## src/mips_decode_pkg.sv

```systemverilog
package mips_decode_pkg;

    typedef logic [31:0] inst_t;
    typedef logic [7:0]  op_t;
    typedef logic [4:0]  reg_idx_t;  // also used for shamt
    typedef logic [5:0]  opcode_t;
    typedef logic [5:0]  funct_t;
    typedef logic [31:0] imm_t;

    localparam reg_idx_t REG_RA = 5'd31;  // link register

    // major opcodes
    localparam opcode_t OPC_SPECIAL  = 6'h00;
    localparam opcode_t OPC_J        = 6'h02;
    localparam opcode_t OPC_JAL      = 6'h03;
    localparam opcode_t OPC_BEQ      = 6'h04;
    localparam opcode_t OPC_BNE      = 6'h05;
    localparam opcode_t OPC_BLEZ     = 6'h06;
    localparam opcode_t OPC_BGTZ     = 6'h07;
    localparam opcode_t OPC_ADDI     = 6'h08;
    localparam opcode_t OPC_ADDIU    = 6'h09;
    localparam opcode_t OPC_SLTI     = 6'h0a;
    localparam opcode_t OPC_SLTIU    = 6'h0b;
    localparam opcode_t OPC_ANDI     = 6'h0c;
    localparam opcode_t OPC_ORI      = 6'h0d;
    localparam opcode_t OPC_XORI     = 6'h0e;
    localparam opcode_t OPC_LUI      = 6'h0f;
    localparam opcode_t OPC_COP0     = 6'h10;
    localparam opcode_t OPC_SPECIAL2 = 6'h1c;
    localparam opcode_t OPC_LW       = 6'h23;
    localparam opcode_t OPC_SW       = 6'h2b;

    localparam op_t OP_INVALID = 8'h00;

    // R group
    localparam op_t OP_SLL     = 8'h01;
    localparam op_t OP_SRL     = 8'h02;
    localparam op_t OP_SRA     = 8'h03;
    localparam op_t OP_SLLV    = 8'h04;
    localparam op_t OP_SRLV    = 8'h05;
    localparam op_t OP_SRAV    = 8'h06;
    localparam op_t OP_JR      = 8'h07;
    localparam op_t OP_JALR    = 8'h08;
    localparam op_t OP_MOVZ    = 8'h09;
    localparam op_t OP_MOVN    = 8'h0a;
    localparam op_t OP_SYSCALL = 8'h0b;
    localparam op_t OP_MFHI    = 8'h0c;
    localparam op_t OP_MTHI    = 8'h0d;
    localparam op_t OP_MFLO    = 8'h0e;
    localparam op_t OP_MTLO    = 8'h0f;
    localparam op_t OP_MULT    = 8'h10;
    localparam op_t OP_DIV     = 8'h11;
    localparam op_t OP_ADD     = 8'h12;
    localparam op_t OP_SUB     = 8'h13;
    localparam op_t OP_AND     = 8'h14;
    localparam op_t OP_OR      = 8'h15;
    localparam op_t OP_XOR     = 8'h16;
    localparam op_t OP_NOR     = 8'h17;
    localparam op_t OP_SLT     = 8'h18;
    localparam op_t OP_MFC0    = 8'h19;
    localparam op_t OP_MADD    = 8'h1a;
    localparam op_t OP_MUL     = 8'h1b;
    localparam op_t OP_MSUB    = 8'h1c;
    localparam op_t OP_CLZ     = 8'h1d;
    localparam op_t OP_CLO     = 8'h1e;

    // I/J group
    localparam op_t OP_LUI     = 8'h20;
    localparam op_t OP_LW      = 8'h21;
    localparam op_t OP_SW      = 8'h22;
    localparam op_t OP_BEQ     = 8'h23;
    localparam op_t OP_BNE     = 8'h24;
    localparam op_t OP_BLEZ    = 8'h25;
    localparam op_t OP_BGTZ    = 8'h26;
    localparam op_t OP_J       = 8'h27;
    localparam op_t OP_JAL     = 8'h28;

endpackage

```

## src/id_r.sv

```systemverilog
`timescale 1ns/1ps

module id_r
    import mips_decode_pkg::*;
(
    input  inst_t    inst,
    output op_t      op,
    output reg_idx_t reg_w,
    output logic     flag_unsigned
);

    opcode_t opcode;
    funct_t  funct;
    op_t     op_special;
    op_t     op_special2;
    logic    uns_special;
    logic    uns_special2;

    assign opcode = inst[31:26];
    assign funct  = inst[5:0];

    always_comb begin
        case (funct)
            6'h00:         op_special = OP_SLL;
            6'h02:         op_special = OP_SRL;
            6'h03:         op_special = OP_SRA;
            6'h04:         op_special = OP_SLLV;
            6'h06:         op_special = OP_SRLV;
            6'h07:         op_special = OP_SRAV;
            6'h08:         op_special = OP_JR;
            6'h09:         op_special = OP_JALR;
            6'h0a:         op_special = OP_MOVZ;
            6'h0b:         op_special = OP_MOVN;
            6'h0c:         op_special = OP_SYSCALL;
            6'h10:         op_special = OP_MFHI;
            6'h11:         op_special = OP_MTHI;
            6'h12:         op_special = OP_MFLO;
            6'h13:         op_special = OP_MTLO;
            6'h18, 6'h19:  op_special = OP_MULT;  // mult, multu
            6'h1a, 6'h1b:  op_special = OP_DIV;
            6'h20, 6'h21:  op_special = OP_ADD;
            6'h22, 6'h23:  op_special = OP_SUB;
            6'h24:         op_special = OP_AND;
            6'h25:         op_special = OP_OR;
            6'h26:         op_special = OP_XOR;
            6'h27:         op_special = OP_NOR;
            6'h2a, 6'h2b:  op_special = OP_SLT;
            default:       op_special = OP_INVALID;
        endcase
    end

    always_comb begin
        case (funct)
            6'h00, 6'h01:  op_special2 = OP_MADD;  // madd, maddu
            6'h02:         op_special2 = OP_MUL;
            6'h04, 6'h05:  op_special2 = OP_MSUB;
            6'h20:         op_special2 = OP_CLZ;
            6'h21:         op_special2 = OP_CLO;
            default:       op_special2 = OP_INVALID;
        endcase
    end

    // only functs that also decode to a valid op
    assign uns_special  = funct inside {6'h19, 6'h1b, 6'h21, 6'h23, 6'h2b};
    assign uns_special2 = funct inside {6'h01, 6'h05};

    always_comb begin
        op            = OP_INVALID;
        flag_unsigned = 1'b0;
        case (opcode)
            OPC_SPECIAL: begin
                op            = op_special;
                flag_unsigned = uns_special;
            end
            OPC_SPECIAL2: begin
                op            = op_special2;
                flag_unsigned = uns_special2;
            end
            OPC_COP0: begin
                if (inst[25:21] == 5'h00) op = OP_MFC0;  // mf sub-op only
            end
            default: ;
        endcase
    end

    assign reg_w = (op == OP_MFC0) ? inst[20:16] : inst[15:11];  // mfc0 writes rt

endmodule

```

## src/id_ij.sv

```systemverilog
`timescale 1ns/1ps

module id_ij
    import mips_decode_pkg::*;
(
    input  inst_t    inst,
    output op_t      op,
    output reg_idx_t reg_w,
    output imm_t     imm,
    output logic     flag_unsigned
);

    opcode_t  opcode;
    reg_idx_t rt;
    imm_t     imm_sign;
    imm_t     imm_zero;
    imm_t     imm_lui;
    imm_t     imm_target;

    assign opcode     = inst[31:26];
    assign rt         = inst[20:16];
    assign imm_sign   = {{16{inst[15]}}, inst[15:0]};
    assign imm_zero   = {16'h0000, inst[15:0]};
    assign imm_lui    = {inst[15:0], 16'h0000};
    assign imm_target = {6'b000000, inst[25:0]};  // 26-bit jump target

    always_comb begin
        op            = OP_INVALID;
        reg_w         = '0;  // zero means no write
        imm           = '0;
        flag_unsigned = 1'b0;
        case (opcode)
            OPC_ADDI, OPC_ADDIU: begin
                op            = OP_ADD;
                reg_w         = rt;
                imm           = imm_sign;
                flag_unsigned = (opcode == OPC_ADDIU);
            end
            OPC_SLTI, OPC_SLTIU: begin
                op            = OP_SLT;
                reg_w         = rt;
                imm           = imm_sign;
                flag_unsigned = (opcode == OPC_SLTIU);
            end
            OPC_ANDI: begin
                op    = OP_AND;
                reg_w = rt;
                imm   = imm_zero;
            end
            OPC_ORI: begin
                op    = OP_OR;
                reg_w = rt;
                imm   = imm_zero;
            end
            OPC_XORI: begin
                op    = OP_XOR;
                reg_w = rt;
                imm   = imm_zero;
            end
            OPC_LUI: begin
                op    = OP_LUI;
                reg_w = rt;
                imm   = imm_lui;
            end
            OPC_LW: begin
                op    = OP_LW;
                reg_w = rt;
                imm   = imm_sign;
            end
            OPC_SW: begin
                op  = OP_SW;
                imm = imm_sign;
            end
            OPC_BEQ: begin
                op  = OP_BEQ;
                imm = imm_sign;
            end
            OPC_BNE: begin
                op  = OP_BNE;
                imm = imm_sign;
            end
            OPC_BLEZ: begin
                op  = OP_BLEZ;
                imm = imm_sign;
            end
            OPC_BGTZ: begin
                op  = OP_BGTZ;
                imm = imm_sign;
            end
            OPC_J: begin
                op  = OP_J;
                imm = imm_target;
            end
            OPC_JAL: begin
                op    = OP_JAL;
                reg_w = REG_RA;  // link
                imm   = imm_target;
            end
            default: ;
        endcase
    end

endmodule

```

## src/id_stage.sv

```systemverilog
`timescale 1ns/1ps

module id_stage
    import mips_decode_pkg::*;
(
    input  logic     clk,
    input  logic     rst_n,
    input  logic     inst_valid,
    input  inst_t    inst,
    input  logic     stall,
    input  logic     flush,
    output logic     out_valid,
    output op_t      op,
    output reg_idx_t reg_s,
    output reg_idx_t reg_t,
    output reg_idx_t reg_w,
    output reg_idx_t shift,
    output imm_t     imm,
    output logic     flag_unsigned
);

    op_t      r_op;
    reg_idx_t r_reg_w;
    logic     r_unsigned;

    op_t      ij_op;
    reg_idx_t ij_reg_w;
    imm_t     ij_imm;
    logic     ij_unsigned;

    logic     sel_r;
    logic     load;
    op_t      dec_op;
    reg_idx_t dec_reg_w;
    imm_t     dec_imm;
    logic     dec_unsigned;

    id_r i_id_r (
        .inst          (inst),
        .op            (r_op),
        .reg_w         (r_reg_w),
        .flag_unsigned (r_unsigned)
    );

    id_ij i_id_ij (
        .inst          (inst),
        .op            (ij_op),
        .reg_w         (ij_reg_w),
        .imm           (ij_imm),
        .flag_unsigned (ij_unsigned)
    );

    // the two decoders never both claim an opcode
    assign sel_r        = (r_op != OP_INVALID);
    assign dec_op       = sel_r ? r_op       : ij_op;
    assign dec_reg_w    = sel_r ? r_reg_w    : ij_reg_w;
    assign dec_imm      = sel_r ? '0         : ij_imm;
    assign dec_unsigned = sel_r ? r_unsigned : ij_unsigned;

    assign load = inst_valid && !stall && !flush;

    always_ff @(posedge clk or negedge rst_n) begin
        if (!rst_n) begin
            out_valid <= 1'b0;
        end else if (flush) begin
            out_valid <= 1'b0;  // wins over stall
        end else if (!stall) begin
            out_valid <= inst_valid;
        end
    end

    // data holds on idle, stall and flush
    always_ff @(posedge clk or negedge rst_n) begin
        if (!rst_n) begin
            op            <= OP_INVALID;
            reg_s         <= '0;
            reg_t         <= '0;
            reg_w         <= '0;
            shift         <= '0;
            imm           <= '0;
            flag_unsigned <= 1'b0;
        end else if (load) begin
            op            <= dec_op;
            reg_s         <= inst[25:21];
            reg_t         <= inst[20:16];
            reg_w         <= dec_reg_w;
            shift         <= inst[10:6];
            imm           <= dec_imm;
            flag_unsigned <= dec_unsigned;
        end
    end

endmodule

```

## config.mk

```make
export PLATFORM = sky130hd
export DESIGN_NAME = id_stage
export DESIGN_NICKNAME = d
export VERILOG_FILES = /design/src/mips_decode_pkg.sv /design/src/id_r.sv /design/src/id_ij.sv /design/src/id_stage.sv
export SDC_FILE = /design/constraint.sdc
export NUM_CORES = 1
export LEC_CHECK = 0
export ABC_CLOCK_PERIOD_IN_PS = 1750
export BUFFER_PORTS_ARGS = -buffer_cell sky130_fd_sc_hd__buf_2
export CAP_MARGIN = 15
export CORE_MARGIN = 3
export CORE_UTILIZATION = 25
export DETAILED_ROUTE_END_ITERATION = 7
export GPL_TIMING_DRIVEN = 0
export HOLD_SLACK_MARGIN = 0.08
export PLACE_DENSITY = 0.47
export SLEW_MARGIN = 25
export SYNTH_ARGS = -nofsm -noshare
export SYNTH_HDL_FRONTEND = slang
export SYNTH_SLANG_ARGS = --single-unit
```

## constraint.sdc

```tcl
create_clock -name clk -period 1.75 [get_ports clk]
set_clock_uncertainty 0.15 [all_clocks]
set_input_delay 0.2625 -clock clk [delete_from_list [all_inputs] [get_ports clk]]
set_output_delay 0.2625 -clock clk [all_outputs]
set_load 0.01 [all_outputs]
```

# After elaboration in Yosys (flattened, before gate mapping)
# Memory sizes are Yosys's and may differ from the RTL's.
# Index checks and enable logic that the tools add are counted.
dict set report op_classes {
  n_reduce_logical 18
  n_div 0
  mul 0
  n_addsub 0
  mux 15
  magnitude_cmp 0
  eq_ne 30
  bitwise 0
  n_shift 0
}
# cell n
set op_table {}
lappend op_table {{32-bit one-hot mux with 4 select lines} 1}
lappend op_table {{6-bit one-hot mux with 14 select lines} 1}
lappend op_table {{6-bit by 4-bit equality test with 1-bit output, second input constant} 8}
lappend op_table {{6-bit by 3-bit equality test with 1-bit output, second input constant} 6}
lappend op_table {{6-bit equality test, second input constant} 6}
lappend op_table {{32-bit two-way mux} 1}
lappend op_table {{5-bit one-hot mux with 5 select lines} 1}
lappend op_table {{6-bit by 5-bit equality test with 1-bit output, second input constant} 4}
lappend op_table {{8-bit one-hot mux with 3 select lines} 1}
lappend op_table {{6-bit by 2-bit equality test with 1-bit output, second input constant} 3}
lappend op_table {{5-bit two-way mux} 3}
lappend op_table {{6-bit zero test} 2}
lappend op_table {{5-bit one-hot mux with 2 select lines} 1}
lappend op_table {{10-bit OR reduction} 1}
lappend op_table {{2-bit OR reduction} 5}
lappend op_table {{9-bit OR reduction} 1}
lappend op_table {{8-bit by 5-bit equality test with 1-bit output, second input constant} 1}
lappend op_table {{8-bit two-way mux} 1}
lappend op_table {{8-bit nonzero test} 1}
lappend op_table {{6-bit by 1-bit equality test with 1-bit output, second input constant} 1}
lappend op_table {{5-bit zero test} 1}
lappend op_table {{5-bit nonzero test} 1}
lappend op_table {{1-bit one-hot mux with 2 select lines} 2}
lappend op_table {{1-bit two-way mux} 3}
lappend op_table {{other kinds (5)} 7}
dict set report totals {
  romBits 320
  output_inout_bits 62
  mem_bits_rw 0
  word_cells 72
  register_bits 62
  in_bits 37
  latchBits 0
  memories 1
}
# name depth word_bits rd rd_clocked_by_memory_dff write_ports line_no
set memory_table {}
lappend memory_table {{(no name shown)} 64 5 1 0 0 id_r.sv:23} ;# case (funct)

# Depth between registers and ports, before layout
dict set report logic_depth {
  depth_word 7
  depth_mapped 9
  depth_no_buf 8
}

# Modules after synthesis
# Synthesis repeated with hierarchy kept, for this count alone.
dict set report hier_totals {
  cells_unflattened 481
  area_unflattened_um2 3916.3
}
# module cells_per_inst area_per_inst_um2 n_inst seq_area_each_um2
set modules_own_cells {}
lappend modules_own_cells {id_stage 278 2548.7 1 1551.5}
lappend modules_own_cells {id_ij 116 744.5 1 0.0}
lappend modules_own_cells {id_r 87 623.1 1 0.0}

# Worst setup path before layout
# No wires, ideal clock.
dict set report synth_path {
  kind {input -> register}
  startpoint {input port inst[1]}
  endpoint {register reg_w[0]}
  required_ps 1513
  n_path_buf 0
  t_arrival_ps 1934
  setup_time_ps 87
  cell_stages 8
  path_slack_ps -421
  cell_sequence {inv_1 ha_1 nand2b_4 a21oi_2 o32ai_1 o41a_1 or3_4 a211oi_2}
}
dict set report synth_between {
  elab_chain_cells 7
  word_cells_on_any_way 16
  classes_between {7 x eq/ne; 4 x mux; 4 x reduce/logical; 1 x memory}
}
# item line_no
set synth_rtl {}
lappend synth_rtl {{start: declaration} id_stage.sv:9} ;# input inst_t inst,
lappend synth_rtl {{parallel branches: the longest is 3 deep, another holds memory read 64 x 5 bit} --}
lappend synth_rtl {{8-bit one-hot mux with 3 select lines *} id_r.sv:70} ;# case (opcode)
lappend synth_rtl {{8-bit by 5-bit equality test with 1-bit output} id_r.sv:86} ;# assign reg_w = (op == OP_MFC0) ? inst[20:16] : inst[15:11];
lappend synth_rtl {{5-bit two-way mux} id_r.sv:86}
lappend synth_rtl {{5-bit two-way mux *} id_stage.sv:56} ;# assign dec_reg_w = sel_r ? r_reg_w : ij_reg_w;
lappend synth_rtl {{end signal: assignment} id_stage.sv:86} ;# reg_w <= dec_reg_w;
lappend synth_rtl {{end: declaration} id_stage.sv:16} ;# output reg_idx_t reg_w,
# Every way passes the cells marked *.
# A chain may end at the register's enable or synchronous reset.

# Worst setup path after layout
dict set report layout_path {
  startpoint {input port inst[0]}
  endpoint {register reg_w[2]}
}
# The elaborated chain is that of the path after synthesis.

==> impl_metrics.json <==
{
  "ioPinCount": 99,
  "synth-edff-count": 0,
  "core_um2": 13500,
  "dp_hpwl_um": 9160,
  "wl_per_cell_um": 18.2,
  "status": "complete, but fails checks",
  "dp.cells": 657,
  "tightest_slew_ns": 0.798,
  "cts_buffer_depth": 2,
  "synth_top_area_share_pct": 42.9,
  "route.detailed.drc": 0,
  "cts-root-buf": "clkbuf_16",
  "track_usage_pct": 16.4,
  "peakVddDrop_v": 0.000347,
  "ys_ff_latch": 60,
  "worstPathArrival_ns": 2.02,
  "hold_viol": 0,
  "dieArea_um2": 15500,
  "clk_latency_ns": 0.33,
  "synthCells": 389,
  "syn-cell-area_um2": 3500,
  "grt_max_degree": 61,
  "drtIter0Drc": 222,
  "dr_wl_met2_um": 6350,
  "async_flop_share_pct": 100,
  "cp-start-kind": "primary input",
  "clock_sinks": 60,
  "yosysMostFrequentCell": "nand2_1",
  "fin_crit_sh_pct": 110,
  "ys_seq_area_share_pct": 42.9,
  "power_density_nw_per_um2": 804,
  "diodes": 0,
  "max_cap_viol_count": 0,
  "rsz0062_at_grt": "yes",
  "syn_to_final_growth_pct": 54.2,
  "port-buffer-count": 91,
  "rows": 42,
  "place_congestion": 0.811,
  "stdcell_area_um2": 5400,
  "yosys-top-cells-count": "nand2_1, dfrtp_1, nor2_1",
  "clk_pin_slew_ns": 0.05,
  "wl_met3_um": 596,
  "die_y_um": 124,
  "crit_path_end_kind": "flip-flop",
  "grt_pass1_wl_um": 20300,
  "leakagePower_nw": 2.49,
  "synth_area_leader_cell": "dfrtp_1",
  "hold_class": "primary input to flip-flop",
  "fmax_mhz": 517,
  "grt_overflow_total": 0,
  "antenna_left": 0,
  "fin_crit_ns": 1.93,
  "cts_buffers": 9,
  "synth.distinct_cells": 64,
  "crit_type": "primary input to flip-flop",
  "setup_slack_ns": -0.183,
  "cts_htree_levels": 3,
  "power_mw": 4.34,
  "drt_wl_total_um": 13200,
  "grt_pass1_vias": 3627,
  "rr_startpoint": "out_valid",
  "antenna_found_initial": 0,
  "synth_area_leaders": "dfrtp_1, nand2_1, a22o_1, nor2_1, a21oi_1",
  "crit_required_ns": 1.84,
  "drive_above_1_share_pct": 41.9,
  "vias_per_cell": 4.98,
  "startpoint": "inst[0]",
  "vias": 3617,
  "avgSynthCellArea_um2": 9.01,
  "hp-start": "inst[22]",
  "slew_headroom_pct": 46.8,
  "drt_first_pass_iters": 4,
  "nets": 589,
  "synth_ff_type": "dfrtp_1",
  "worst-path-max-fanout": 6,
  "wirelength_met1_um": 6060,
  "routed.top_layer": "met4",
  "ys_warn_count": 0,
  "start_util_pct": 26.0,
  "violations": "setup timing",
  "cts_tree": "done",
  "slew_violations": 0,
  "die_width_um": 124,
  "finalSetupViolCount": 7,
  "fin_cells": 727,
  "placed_area_um2": 4220
}
==> power breakdown <==
part / switching, mW / total, mW / internal (mW) / leakage [nW]
logic: 0.512 / 0.930 / 0.417 / 1.56
clock network: 0.611 / 1.79 / 1.18 / 0.144
registers: 0.0885 / 1.62 / 1.53 / 0.787
==> metal layers <==
metal	vias to the layer above	track usage, %
met4	0	6.45
met5	-	0
met2	125	26.0
li1	1723	-
met1	1753	22.1
met3	16	2.79
==> final cells by class <==
class	count	area (um^2)
Buffer	31	216
Clock buffer	15	268
Clock inverter	1	30.0
Fill cell	1354	8050
Inverter	5	43.8
Multi-Input combinational cell	292	2120
Sequential cell	60	1500
Tap cell	176	220
Timing Repair Buffer	147	1000
==> critical path, cell delays in order <==
cell,delay (ns)
buf_12,0.12
clkinv_8,0.05
ha_4,0.15
nor2_2,0.03
a31oi_1,0.13
nor2_1,0.06
o41a_1,0.54
or3_4,0.42
a211oi_2,0.25
==> repair_timing <==
action,in CTS,in global routing
setup buffers,17,17
endpoints found under the hold margin,86,0
resized for setup,50,69
endpoints found under the setup margin,52,50
hold buffers,23,0
pin swaps,8,24
==> through the flow <==
stage / TNS [ns] / utilization (%) / hold slack [ns] / worst slack (ns)
2_1_floorplan: -1.84 / - / -0.183 / -0.358
3_3_place_gp: -24.42 / 31.4 / 0.295 / -0.874
3_5_place_dp: -25.89 / 31.4 / 0.250 / -0.889
4_1_cts: -0.654 / 37.6 / 0.108 / -0.131
5_1_grt: -1.46 / 40.2 / 0.136 / -0.268
6_report: -0.837 / 40.2 / 0.118 / -0.183
==> cell usage in the layout (no fill, tap or decap), types with 3 or more instances in the layout <==
master         Yosys  final
clkbuf_1          15      6
a221oi_2           0      4
clkbuf_16          0      9
nand4b_1           3      3
clkbuf_2           0      8
nor2b_1            7      6
nand2b_1          10      9
buf_4              3     37
nor2_1            27     22
ha_2               0      3
nor2_2             0      4
nand3_1            5      4
buf_2             12     90
o21ai_1           15     14
nand3b_1           4      4
a21oi_2            1      3
clkbuf_4           0      4
buf_6              3     10
nor4b_2            0      3
nor3_1             4      3
dlygate4sd3_1      0     23
a211oi_2           4      5
a22o_1            18     18
o21ai_0           10      8
ha_4               0      3
mux2_2             5      5
a31oi_1            5      5
a221oi_1          10      6
nand2_1           79     78
dfrtp_1           60     60
a21oi_1           20     18
==> final timing paths <==
path | endpoint | slack, ns | cells after the start
setup / recovery | reg_w[2] | -0.18 | 9
hold / removal | imm[22] | 0.12 | 3
setup reg to reg | out_valid | 0.42 | 3
hold reg to reg | reg_s[4] | 0.32 | 2
max in group asynchronous | shift[4] | 0.51 | 2
min in group asynchronous | imm[11] | 0.41 | 2
==> kinds of logic after synthesis <==
logic type | Yosys count | synth area share, %
AND/OR/NAND/NOR | 164 | 23.9
XOR/XNOR | 1 | 0.250
multiplexers | 7 | 2.18
flip-flops | 60 | 42.9
adder cells (fa/ha/maj) | 6 | 2.14
AO/OA/AOI/OAI | 112 | 23.1
other | 1 | 0.107
buffers and inverters | 38 | 5.46
==> sequential cells by signal, indices dropped and copies added, names as in the netlist <==
| name | flops |
|---|---|
| flag_unsigned | 1 |
| imm | 32 |
| op | 6 |
| out_valid | 1 |
| reg_s | 5 |
| reg_t | 5 |
| reg_w | 5 |
| shift | 5 |
Note: power is estimated with default switching activity, not from simulation.
